[config.mk]
export PLATFORM = sky130hd
export DESIGN_NAME = dmr_pipe
export DESIGN_NICKNAME = d
export VERILOG_FILES = /design/src/common/dmr_pkg.sv /design/src/dmr/dmr_compare.sv /design/src/dmr/dmr_pipe.sv /design/src/dmr/dmr_replay_buffer.sv /design/src/dmr_lane.sv
export SDC_FILE = /design/constraint.sdc
export NUM_CORES = 1
export LEC_CHECK = 0
export BUFFER_PORTS_ARGS = -buffer_cell sky130_fd_sc_hd__buf_2
export CAP_MARGIN = 20
export CELL_PAD_IN_SITES_DETAIL_PLACEMENT = 0
export CELL_PAD_IN_SITES_GLOBAL_PLACEMENT = 1
export CORE_ASPECT_RATIO = 1.25
export CORE_UTILIZATION = 40
export CTS_BUF_LIST = sky130_fd_sc_hd__clkbuf_4 sky130_fd_sc_hd__clkbuf_8 sky130_fd_sc_hd__clkbuf_16
export DETAILED_ROUTE_END_ITERATION = 6
export HOLD_SLACK_MARGIN = 0.1
export PLACE_DENSITY_LB_ADDON = 0.1
export SKIP_LAST_GASP = 1
export SLEW_MARGIN = 0
export SYNTH_ARGS = -nofsm -noshare
export SYNTH_HDL_FRONTEND = slang
export SYNTH_SLANG_ARGS = --single-unit
[constraint.sdc]
create_clock -name clk_i -period 3.25 [get_ports clk_i]
set_input_delay 0.325 -clock clk_i [delete_from_list [all_inputs] [get_ports clk_i]]
set_output_delay 0.325 -clock clk_i [all_outputs]
set_load 0.05 [all_outputs]
[src/common/dmr_pkg.sv]
// shared widths and payload structs for the DMR stage, imported by every RTL file
package dmr_pkg;

    // field widths
    localparam int unsigned DataBits  = 16;
    localparam int unsigned TagBits   = 4;
    localparam int unsigned ItemBits  = DataBits + TagBits;

    // fault counter width, saturates at all ones
    localparam int unsigned CountBits = 8;

    // data field of a stream item
    typedef logic [DataBits-1:0] data_t;

    // tag field, passes the lanes unchanged
    typedef logic [TagBits-1:0] tag_t;

    // stream item as seen on both handshake sides
    typedef struct packed {
        data_t data;
        tag_t  tag;
    } item_t;

    // registered result of one lane
    typedef struct packed {
        logic  hold;    // lane holds a result not yet consumed
        item_t item;
    } lane_res_t;

    // fault injection request from the testbench
    // lane 0 selects lane A, lane 1 selects lane B
    typedef struct packed {
        logic                strike;
        logic                lane;
        logic [ItemBits-1:0] mask;
    } fault_t;

    // number of detected mismatches
    typedef logic [CountBits-1:0] count_t;

endpackage

[src/dmr/dmr_compare.sv]
// output stage of the DMR top, checks both lane results and commits or requests a replay
`timescale 1ns/1ps

module dmr_compare (
    // clock and reset
    input  logic               clk_i,
    input  logic               rst_ni,
    // lane results
    input  dmr_pkg::lane_res_t res_a_i,
    input  dmr_pkg::lane_res_t res_b_i,
    // output handshake
    output logic               valid_o,
    input  logic               ready_i,
    output dmr_pkg::item_t     item_o,
    // control back to buffer and lanes
    output logic               retry_o,
    output logic               clear_o,
    output logic               done_o,
    // fault reporting
    output logic               fault_o,
    output dmr_pkg::count_t    fault_count_o
);

    import dmr_pkg::*;

    // decision for the current cycle
    logic   both_hold;
    logic   same;
    logic   commit;
    logic   mismatch;

    // output register and fault state
    logic   valid_q;
    item_t  item_q;
    logic   fault_q;
    count_t count_d, count_q;

    // compare only with both results present and the output slot empty
    assign both_hold = res_a_i.hold & res_b_i.hold & ~valid_q;
    assign same      = (res_a_i.item == res_b_i.item);
    assign commit    = both_hold & same;
    assign mismatch  = both_hold & ~same;

    // lanes are consumed either way
    assign clear_o = commit | mismatch;
    assign retry_o = mismatch;

    // handshake edge frees the held input item
    assign done_o = valid_q & ready_i;

    // saturating fault counter
    always_comb begin
        count_d = count_q;
        if (mismatch && (count_q != '1)) begin
            count_d = count_q + 1'b1;
        end
    end

    // control registers
    always_ff @(posedge clk_i or negedge rst_ni) begin
        if (!rst_ni) begin
            valid_q <= 1'b0;
            fault_q <= 1'b0;
            count_q <= '0;
        end else begin
            if (commit) begin
                valid_q <= 1'b1;
            end else if (done_o) begin
                valid_q <= 1'b0;
            end
            // one cycle per mismatch
            fault_q <= mismatch;
            count_q <= count_d;
        end
    end

    // committed item, lane A taken as both agree
    always_ff @(posedge clk_i) begin
        if (commit) begin
            item_q <= res_a_i.item;
        end
    end

    assign valid_o       = valid_q;
    assign item_o        = item_q;
    assign fault_o       = fault_q;
    assign fault_count_o = count_q;

endmodule

[src/dmr/dmr_pipe.sv]
// top of the DMR handshaked stage, replay buffer feeding two lanes and a comparator
`timescale 1ns/1ps

module dmr_pipe (
    // clock and reset
    input  logic            clk_i,
    input  logic            rst_ni,
    // input stream
    input  logic            valid_i,
    output logic            ready_o,
    input  dmr_pkg::item_t  item_i,
    // output stream
    output logic            valid_o,
    input  logic            ready_i,
    output dmr_pkg::item_t  item_o,
    // fault injection and reporting
    input  dmr_pkg::fault_t fault_i,
    output logic            fault_o,
    output dmr_pkg::count_t fault_count_o
);

    import dmr_pkg::*;

    // buffer to lanes
    logic      issue;
    item_t     issue_item;

    // lanes to comparator
    lane_res_t res_a;
    lane_res_t res_b;

    // comparator feedback
    logic      retry;
    logic      done;
    logic      clear;

    dmr_replay_buffer i_buffer (
        .clk_i        ( clk_i      ),
        .rst_ni       ( rst_ni     ),
        .valid_i      ( valid_i    ),
        .ready_o      ( ready_o    ),
        .item_i       ( item_i     ),
        .retry_i      ( retry      ),
        .done_i       ( done       ),
        .issue_o      ( issue      ),
        .issue_item_o ( issue_item )
    );

    // lane A
    dmr_lane #(
        .LaneIdx ( 1'b0 )
    ) i_lane_a (
        .clk_i        ( clk_i      ),
        .rst_ni       ( rst_ni     ),
        .issue_i      ( issue      ),
        .issue_item_i ( issue_item ),
        .clear_i      ( clear      ),
        .fault_i      ( fault_i    ),
        .res_o        ( res_a      )
    );

    // lane B
    dmr_lane #(
        .LaneIdx ( 1'b1 )
    ) i_lane_b (
        .clk_i        ( clk_i      ),
        .rst_ni       ( rst_ni     ),
        .issue_i      ( issue      ),
        .issue_item_i ( issue_item ),
        .clear_i      ( clear      ),
        .fault_i      ( fault_i    ),
        .res_o        ( res_b      )
    );

    dmr_compare i_compare (
        .clk_i         ( clk_i         ),
        .rst_ni        ( rst_ni        ),
        .res_a_i       ( res_a         ),
        .res_b_i       ( res_b         ),
        .valid_o       ( valid_o       ),
        .ready_i       ( ready_i       ),
        .item_o        ( item_o        ),
        .retry_o       ( retry         ),
        .clear_o       ( clear         ),
        .done_o        ( done          ),
        .fault_o       ( fault_o       ),
        .fault_count_o ( fault_count_o )
    );

endmodule

[src/dmr/dmr_replay_buffer.sv]
// input stage of the DMR top, keeps the accepted item and issues it to both lanes until commit
`timescale 1ns/1ps

module dmr_replay_buffer (
    // clock and reset
    input  logic           clk_i,
    input  logic           rst_ni,
    // input handshake
    input  logic           valid_i,
    output logic           ready_o,
    input  dmr_pkg::item_t item_i,
    // feedback from the comparator
    input  logic           retry_i,
    input  logic           done_i,
    // issue to both lanes
    output logic           issue_o,
    output dmr_pkg::item_t issue_item_o
);

    import dmr_pkg::*;

    // control state
    logic  full_d, full_q;
    logic  issue_d, issue_q;
    logic  accept;

    // held copy for replay
    item_t item_q;

    // one item in flight, so ready only while empty
    assign ready_o = ~full_q;
    assign accept  = valid_i & ready_o;

    always_comb begin
        // defaults
        full_d  = full_q;
        issue_d = 1'b0;

        // new item, issue in the next cycle
        if (accept) begin
            full_d  = 1'b1;
            issue_d = 1'b1;
        end

        // mismatch seen, reissue the held copy
        if (retry_i && full_q) begin
            issue_d = 1'b1;
        end

        // output handshake frees the slot
        if (done_i) begin
            full_d = 1'b0;
        end
    end

    // control registers
    always_ff @(posedge clk_i or negedge rst_ni) begin
        if (!rst_ni) begin
            full_q  <= 1'b0;
            issue_q <= 1'b0;
        end else begin
            full_q  <= full_d;
            issue_q <= issue_d;
        end
    end

    // held item
    // only written on accept, so a retry replays the same value
    always_ff @(posedge clk_i) begin
        if (accept) begin
            item_q <= item_i;
        end
    end

    // issue pulse and payload
    assign issue_o      = issue_q;
    assign issue_item_o = item_q;

endmodule

[src/dmr_lane.sv]
// one redundant compute lane, instantiated twice by the DMR top with its own lane index
`timescale 1ns/1ps

module dmr_lane #(
    parameter bit LaneIdx = 1'b0
) (
    // clock and reset
    input  logic               clk_i,
    input  logic               rst_ni,
    // issue from the replay buffer
    input  logic               issue_i,
    input  dmr_pkg::item_t     issue_item_i,
    // consume from the comparator
    input  logic               clear_i,
    // injected bit flips
    input  dmr_pkg::fault_t    fault_i,
    // registered result
    output dmr_pkg::lane_res_t res_o
);

    import dmr_pkg::*;

    // transform output and stored state
    data_t     sum_data;
    item_t     calc_item;
    logic      strike_hit;
    item_t     load_item;
    logic      hold_q;
    item_t     item_q;

    // data plus tag, wraps at DataBits
    assign sum_data = issue_item_i.data + data_t'(issue_item_i.tag);

    always_comb begin
        calc_item      = issue_item_i;
        calc_item.data = sum_data;
    end

    // strike only counts on the load edge and for this lane
    assign strike_hit = issue_i & fault_i.strike & (fault_i.lane == LaneIdx);

    // xor mask folded into the stored item
    assign load_item = strike_hit ? item_t'(calc_item ^ fault_i.mask) : calc_item;

    // holding flag
    always_ff @(posedge clk_i or negedge rst_ni) begin
        if (!rst_ni) begin
            hold_q <= 1'b0;
        end else if (issue_i) begin
            hold_q <= 1'b1;
        end else if (clear_i) begin
            // result taken or rejected by the comparator
            hold_q <= 1'b0;
        end
    end

    // result payload, loaded with the flag
    always_ff @(posedge clk_i) begin
        if (issue_i) begin
            item_q <= load_item;
        end
    end

    // flag and payload leave as one struct
    always_comb begin
        res_o.hold = hold_q;
        res_o.item = item_q;
    end

endmodule

### Word-level counts from Yosys, hierarchy flattened

Index checks and enable logic that the tools add are counted.

| cells by class | value |
|---|---|
| $add $sub $neg | 2 |
| eq/ne operators | 2 |
| muxes and demuxes | 10 |
| bitwise logic cells | 14 |
| reductions and logical operators | 5 |

Operators with widths:

| operator | number |
|---|---|
| two-way mux 20 bit | 2 |
| == test 20 bit | 1 |
| bitwise XOR 20 bit | 1 |
| adder 16 x 4 -> 16 bit | 1 |
| adder 8 x 1 -> 8 bit, second input constant | 1 |
| AND 1 bit | 8 |
| two-way mux 1 bit | 8 |
| inequality test 8 bit, second input constant | 1 |
| nonzero test 2 bit | 3 |
| inverter 1 bit | 4 |
| logical AND 1 bit | 2 |
| OR 1 bit | 1 |

| word-level totals | value |
|---|---|
| flip-flop bits (word level) | 93 |
| input bits | 46 |
| output and inout port bits | 31 |
| word-level logic and storage cells | 47 |

### Longest topological paths before layout

| logic depth | value |
|---|---|
| depth in word-level cells | 6 |
| gate-level depth with buffers | 8 |
| gate-level depth less buffers | 8 |

### Hierarchy

Synthesis repeated with hierarchy kept, for this count alone.

| unflattened totals | value |
|---|---|
| cell total of the unflattened synthesis | 346 |
| area, all modules | 4754.6 um^2 |

Modules (own cells, without submodules):

| module | times used | cells each | area an instance (um^2) | seq. area each (um^2) |
|---|---|---|---|---|
| dmr_compare | 1 | 94 | 1363.8 | 850.8 |
| dmr_lane at i_lane_a | 1 | 113 | 1353.8 | 625.6 |
| dmr_lane at i_lane_b | 1 | 113 | 1348.8 | 625.6 |
| dmr_replay_buffer | 1 | 26 | 688.2 | 650.6 |

### Least setup slack after synthesis

Ideal clock, no wire load.

| timing path | value |
|---|---|
| kind | reg2reg |
| start point | register i_lane_a.item_q (netlist bit i_lane_a.res_o[6]) |
| end point | register i_compare.item_q (netlist bit i_compare.item_o[0]), enable pin |
| library setup time | 397 ps |
| data arrival time | 2001 ps |
| data required time | 2853 ps |
| path slack | 852 ps |
| stages on the path, launching flop included | 6 |
| path buffers | 0 |
| period minus slack after synthesis | 2398 ps |
| cell sequence | edfxtp_1 -> xnor2_1 -> nand4_1 -> nor3_2 -> nand3_1 -> nor2_1 |

| between the ends | value |
|---|---|
| cells in the longest elaborated chain, start to end | 2 |

RTL lines:

| item | line | text |
|---|---|---|
| start, declared | dmr_lane.sv:29 | `item_t item_q;` |
| start signal, assigned | dmr_lane.sv:60 | `item_q <= load_item;` |
| == test 20 bit | dmr_compare.sv:40 | `assign same = (res_a_i.item == res_b_i.item);` |
| AND 1 bit | dmr_compare.sv:41 | `assign commit = both_hold & same;` |
| named net i_compare.commit | dmr_compare.sv:29 | `logic commit;` |
| end signal, assigned | dmr_compare.sv:80 | `item_q <= res_a_i.item;` |
| end, declared | dmr_compare.sv:34 | `item_t item_q;` |

The timed path passes the listed nets, and every way through them passes these cells.
A chain may end at the register's enable or synchronous reset.

==> impl_results.md <==
* Average detailed-routed wire length per instance at 15.4 µm
* Count of vias placed by the detailed router at 2,357
* Residual overflow from global routing at 0
* Clock sink total at 93
* Initial standard-cell utilization of the core at 40.8%
* Hold Path Origin: item_i[17]
* Max cap viols at 0
* Reg-to-reg slack, setup at 0.85 ns
* Number of cell rows at 41
* Syn. warnings at 0
* Commonest non-fill, non-tap cell in the layout: sky130_fd_sc_hd__edfxtp_1
* Relative area change from synthesis to final layout at 20.3%
* Worst relative slew slack at 41.0%
* Count of instances resized after the clock tree is built at 0
* Top-level port count at 77
* Final core utilization at 49.1%
* Nets in the synthesized netlist at 341
* Worst path required time at 3.33 ns
* Kind of capture point of the worst setup path: register
* Worst vdd rail ir drop at 356 µV
* Number of hold violations in the final report at 0
* Die area at 0.0107 mm²
* Count of fill cells added during filler insertion at 973
* Share of layout cells above drive strength 1 at 28.3%
* Final setup violation count at 0
* Synth Instances at 289
* Total clock buffers created by CTS at 9
* Depth of the CTS H-tree at 3
* Number of buffers on the longest clock path at 2
* Post-synthesis average cell area at 14.2 µm²
* Number of synthesized register bits at 93
* Min cycle time layout at 2.40 ns
* Area occupied by multi-input gates at 0.00135 mm²
* Global routing usage summed across all routing layers at 16.4%
* Number of pins exceeding their max-slew limit in the final report at 0
* Critical-path top delay cell: sky130_fd_sc_hd__edfxtp_1
* Number of distinct library cells after synthesis at 30
* Violation count after the first detailed-route iteration at 80
* Core box area at 0.0101 mm²
* Critical R2R Launch: i_buffer.issue_item_o[0]
* Worst hold path class: input pin to register
* Antenna Nets Post-Route at 0
* Overall die width at 92.6 µm
* Sequential-to-total area share from yosys stat at 66.4%
* Setup repair after global routing missed its margin: false
* N_diodes at 0
* Largest fanout on the critical path at 4
* Endpoint arrival time on the critical path at 2.48 ns
* Clock slew at reported path FFs at 0.06 ns
* Achievable frequency at 417 MHz
* Slowest Stage Delay on Critical Path at 0.43 ns
* Cells on worst reg2reg path at 8
* Kind of critical path: register to register
* Critical path, cell by cell: ha_1 > fa_1 > a21o_1 > a21oi_2 > nor2b_1 > nand3_1 > xor2_1 > xor2_1
* Placer's final routability congestion estimate at 0.726
* Die span in y at 115 µm
* Ratio of final minimum period to clock period at 73.8%
* Clock tree from TritonCTS: built
* Number of port buffers at 76
* Instance count along the most critical hold path at 1
* Router iterations before antenna repair at 5
* DRC at 0
* Crit-path most repeated cell: sky130_fd_sc_hd__xor2_1
* Launching element type of the critical path: register
* Netlist area before placement at 0.00411 mm²
* Net count reported at finish at 428
* Total negative slack for setup checks at 0 ns
* Detailed-route vias per instance at 4.62
* Worst-Margin Slew at 0.885 ns
* DP HPWL at 5510 µm
* Setup Skew at 0.00529 ns
* Sequential cell area at 0.00273 mm²
* Result of the run: completed
* Areal power density over the cells at 595 mW/mm²
* Antenna violations before repair at 0
* Most used cells in the layout excluding fill and tap cells: sky130_fd_sc_hd__edfxtp_1 (80), sky130_fd_sc_hd__buf_2 (76), sky130_fd_sc_hd__nand2_1 (48)
* Sink of the worst hold path: i_buffer.issue_item_o[17]
* Number of global-route vias before repair at 2,414
* Largest net degree at the start of global routing at 43
* Root buffer selected by CTS: sky130_fd_sc_hd__clkbuf_16
* Critical R2R Capture: i_lane_a.res_o[16]
* Leakage at 1.82 nW
* Total wire length after detailed routing at 7830 µm
* First-pass GRT wire length at 12,600 µm
* Clock latency on the worst-skew pair at 0.34 ns
==> cell usage after synthesis <==
cell type / number / share of area, %
sky130_fd_sc_hd__edfxtp_1: 80 / 59
sky130_fd_sc_hd__o22ai_1: 1 / 0.15
sky130_fd_sc_hd__ha_1: 5 / 1.5
sky130_fd_sc_hd__nand3_1: 12 / 1.5
sky130_fd_sc_hd__xor2_1: 41 / 8.7
sky130_fd_sc_hd__mux2_4: 1 / 0.37
sky130_fd_sc_hd__a21o_1: 3 / 0.55
sky130_fd_sc_hd__nand4_1: 7 / 1.1
sky130_fd_sc_hd__a21o_2: 1 / 0.21
sky130_fd_sc_hd__and3_1: 3 / 0.46
sky130_fd_sc_hd__xor2_2: 1 / 0.40
sky130_fd_sc_hd__and4_4: 1 / 0.27
sky130_fd_sc_hd__nor2b_1: 2 / 0.30
sky130_fd_sc_hd__o21bai_2: 1 / 0.27
sky130_fd_sc_hd__xnor2_1: 38 / 8.1
sky130_fd_sc_hd__and2_4: 1 / 0.21
sky130_fd_sc_hd__a31oi_1: 1 / 0.15
sky130_fd_sc_hd__inv_1: 4 / 0.37
sky130_fd_sc_hd__and3_4: 1 / 0.27
sky130_fd_sc_hd__buf_2: 1 / 0.12
sky130_fd_sc_hd__dfrtp_1: 13 / 7.9
sky130_fd_sc_hd__fa_1: 1 / 0.49
sky130_fd_sc_hd__nor4_4: 2 / 1.0
sky130_fd_sc_hd__a21oi_2: 1 / 0.21
sky130_fd_sc_hd__nor3_2: 1 / 0.24
sky130_fd_sc_hd__nor2_1: 10 / 0.91
sky130_fd_sc_hd__a21oi_1: 3 / 0.37
sky130_fd_sc_hd__nand2_1: 48 / 4.4
sky130_fd_sc_hd__a31oi_4: 1 / 0.52
sky130_fd_sc_hd__clkbuf_1: 4 / 0.37
==> cell families after synthesis <==
logic type | after synthesis | synth area share (%)
AND/OR/NAND/NOR | 88 | 10.6
XOR/XNOR | 80 | 17.3
AO/OA/AOI/OAI | 12 | 2.44
flip-flops | 93 | 66.4
adder cells (fa/ha/maj) | 6 | 2.01
buffers and inverters | 9 | 0.853
multiplexers | 1 | 0.366
==> worst max-delay path by stage <==
stage,cells after the start,start,endpoint
floorplan,5,i_lane_a.res_o[6],i_compare.item_o[0]
global placement,8,i_buffer.issue_item_o[0],i_lane_a.res_o[16]
detailed placement,8,i_buffer.issue_item_o[0],i_lane_b.res_o[16]
CTS,8,i_buffer.issue_item_o[0],i_lane_b.res_o[16]
global route,8,i_buffer.issue_item_o[0],i_lane_a.res_o[16]
finish,8,i_buffer.issue_item_o[0],i_lane_a.res_o[16]
==> metrics by stage <==
step | cell area (µm²) | worst slack [ns] | std cells | power, mW | hold WS (ns)
after floorplan | 4110 | 0.852 | 289 | 1.86 | 0.0294
after global placement | 4660 | 0.897 | 493 | 2.01 | 0.230
after detailed placement | 4660 | 0.828 | 493 | 2.02 | 0.238
after CTS | 4940 | 0.824 | 510 | 2.98 | 0.146
after global routing | 4940 | 0.657 | 510 | 3.08 | 0.140
final | 4940 | 0.853 | 510 | 2.94 | 0.159
==> power by group <==
group	switching, mW	internal (mW)
registers	0.0778	1.43
clock network	0.409	0.546
logic	0.320	0.158
==> timing repair <==
action | 4_1_cts | 5_1_grt
endpoints found under the setup margin | 0 | 0
hold buffers | 1 | 0
endpoints found under the hold margin | 13 | 0
buffers inserted | 0 | 0
==> final cells by class <==
class	count	share of cell area, %
Sequential cell	93	55.2
Multi-Input combinational cell	187	27.3
Timing Repair Buffer	81	8.51
Clock buffer	13	5.17
Tap cell	129	3.27
Inverter	4	0.304
Clock inverter	3	0.253
==> state kept, by name, indices dropped and copies added, names as in the netlist <==
signal and cells:
i_lane_b.hold_q 1, i_compare.fault_o 1, i_compare.item_o 20, i_compare.valid_o 1, i_lane_a.res_o 20, i_buffer.issue_item_o 20, i_compare.fault_count_o 8, i_lane_b.res_o 20
i_buffer.full_q 1, i_buffer.issue_o 1
==> critical path, delay by kind of cell (launching register included) <==
kind                       cells  cell delay [ns]
adders and majority gates      2             0.67
DFF                            1             0.43
AOI/OAI and AO/OA              2             0.43
xor gates and xnor gates       2             0.35
and+or+nand+nor                2             0.26
==> layer usage <==
layer / global-route usage, % / part of all wire, %
met5: 0 / 0
met4: 5.54 / 1.5
met3: 5.03 / 3.7
met2: 29.5 / 54
met1: 18.6 / 40
(Power assumes the default switching activity.)
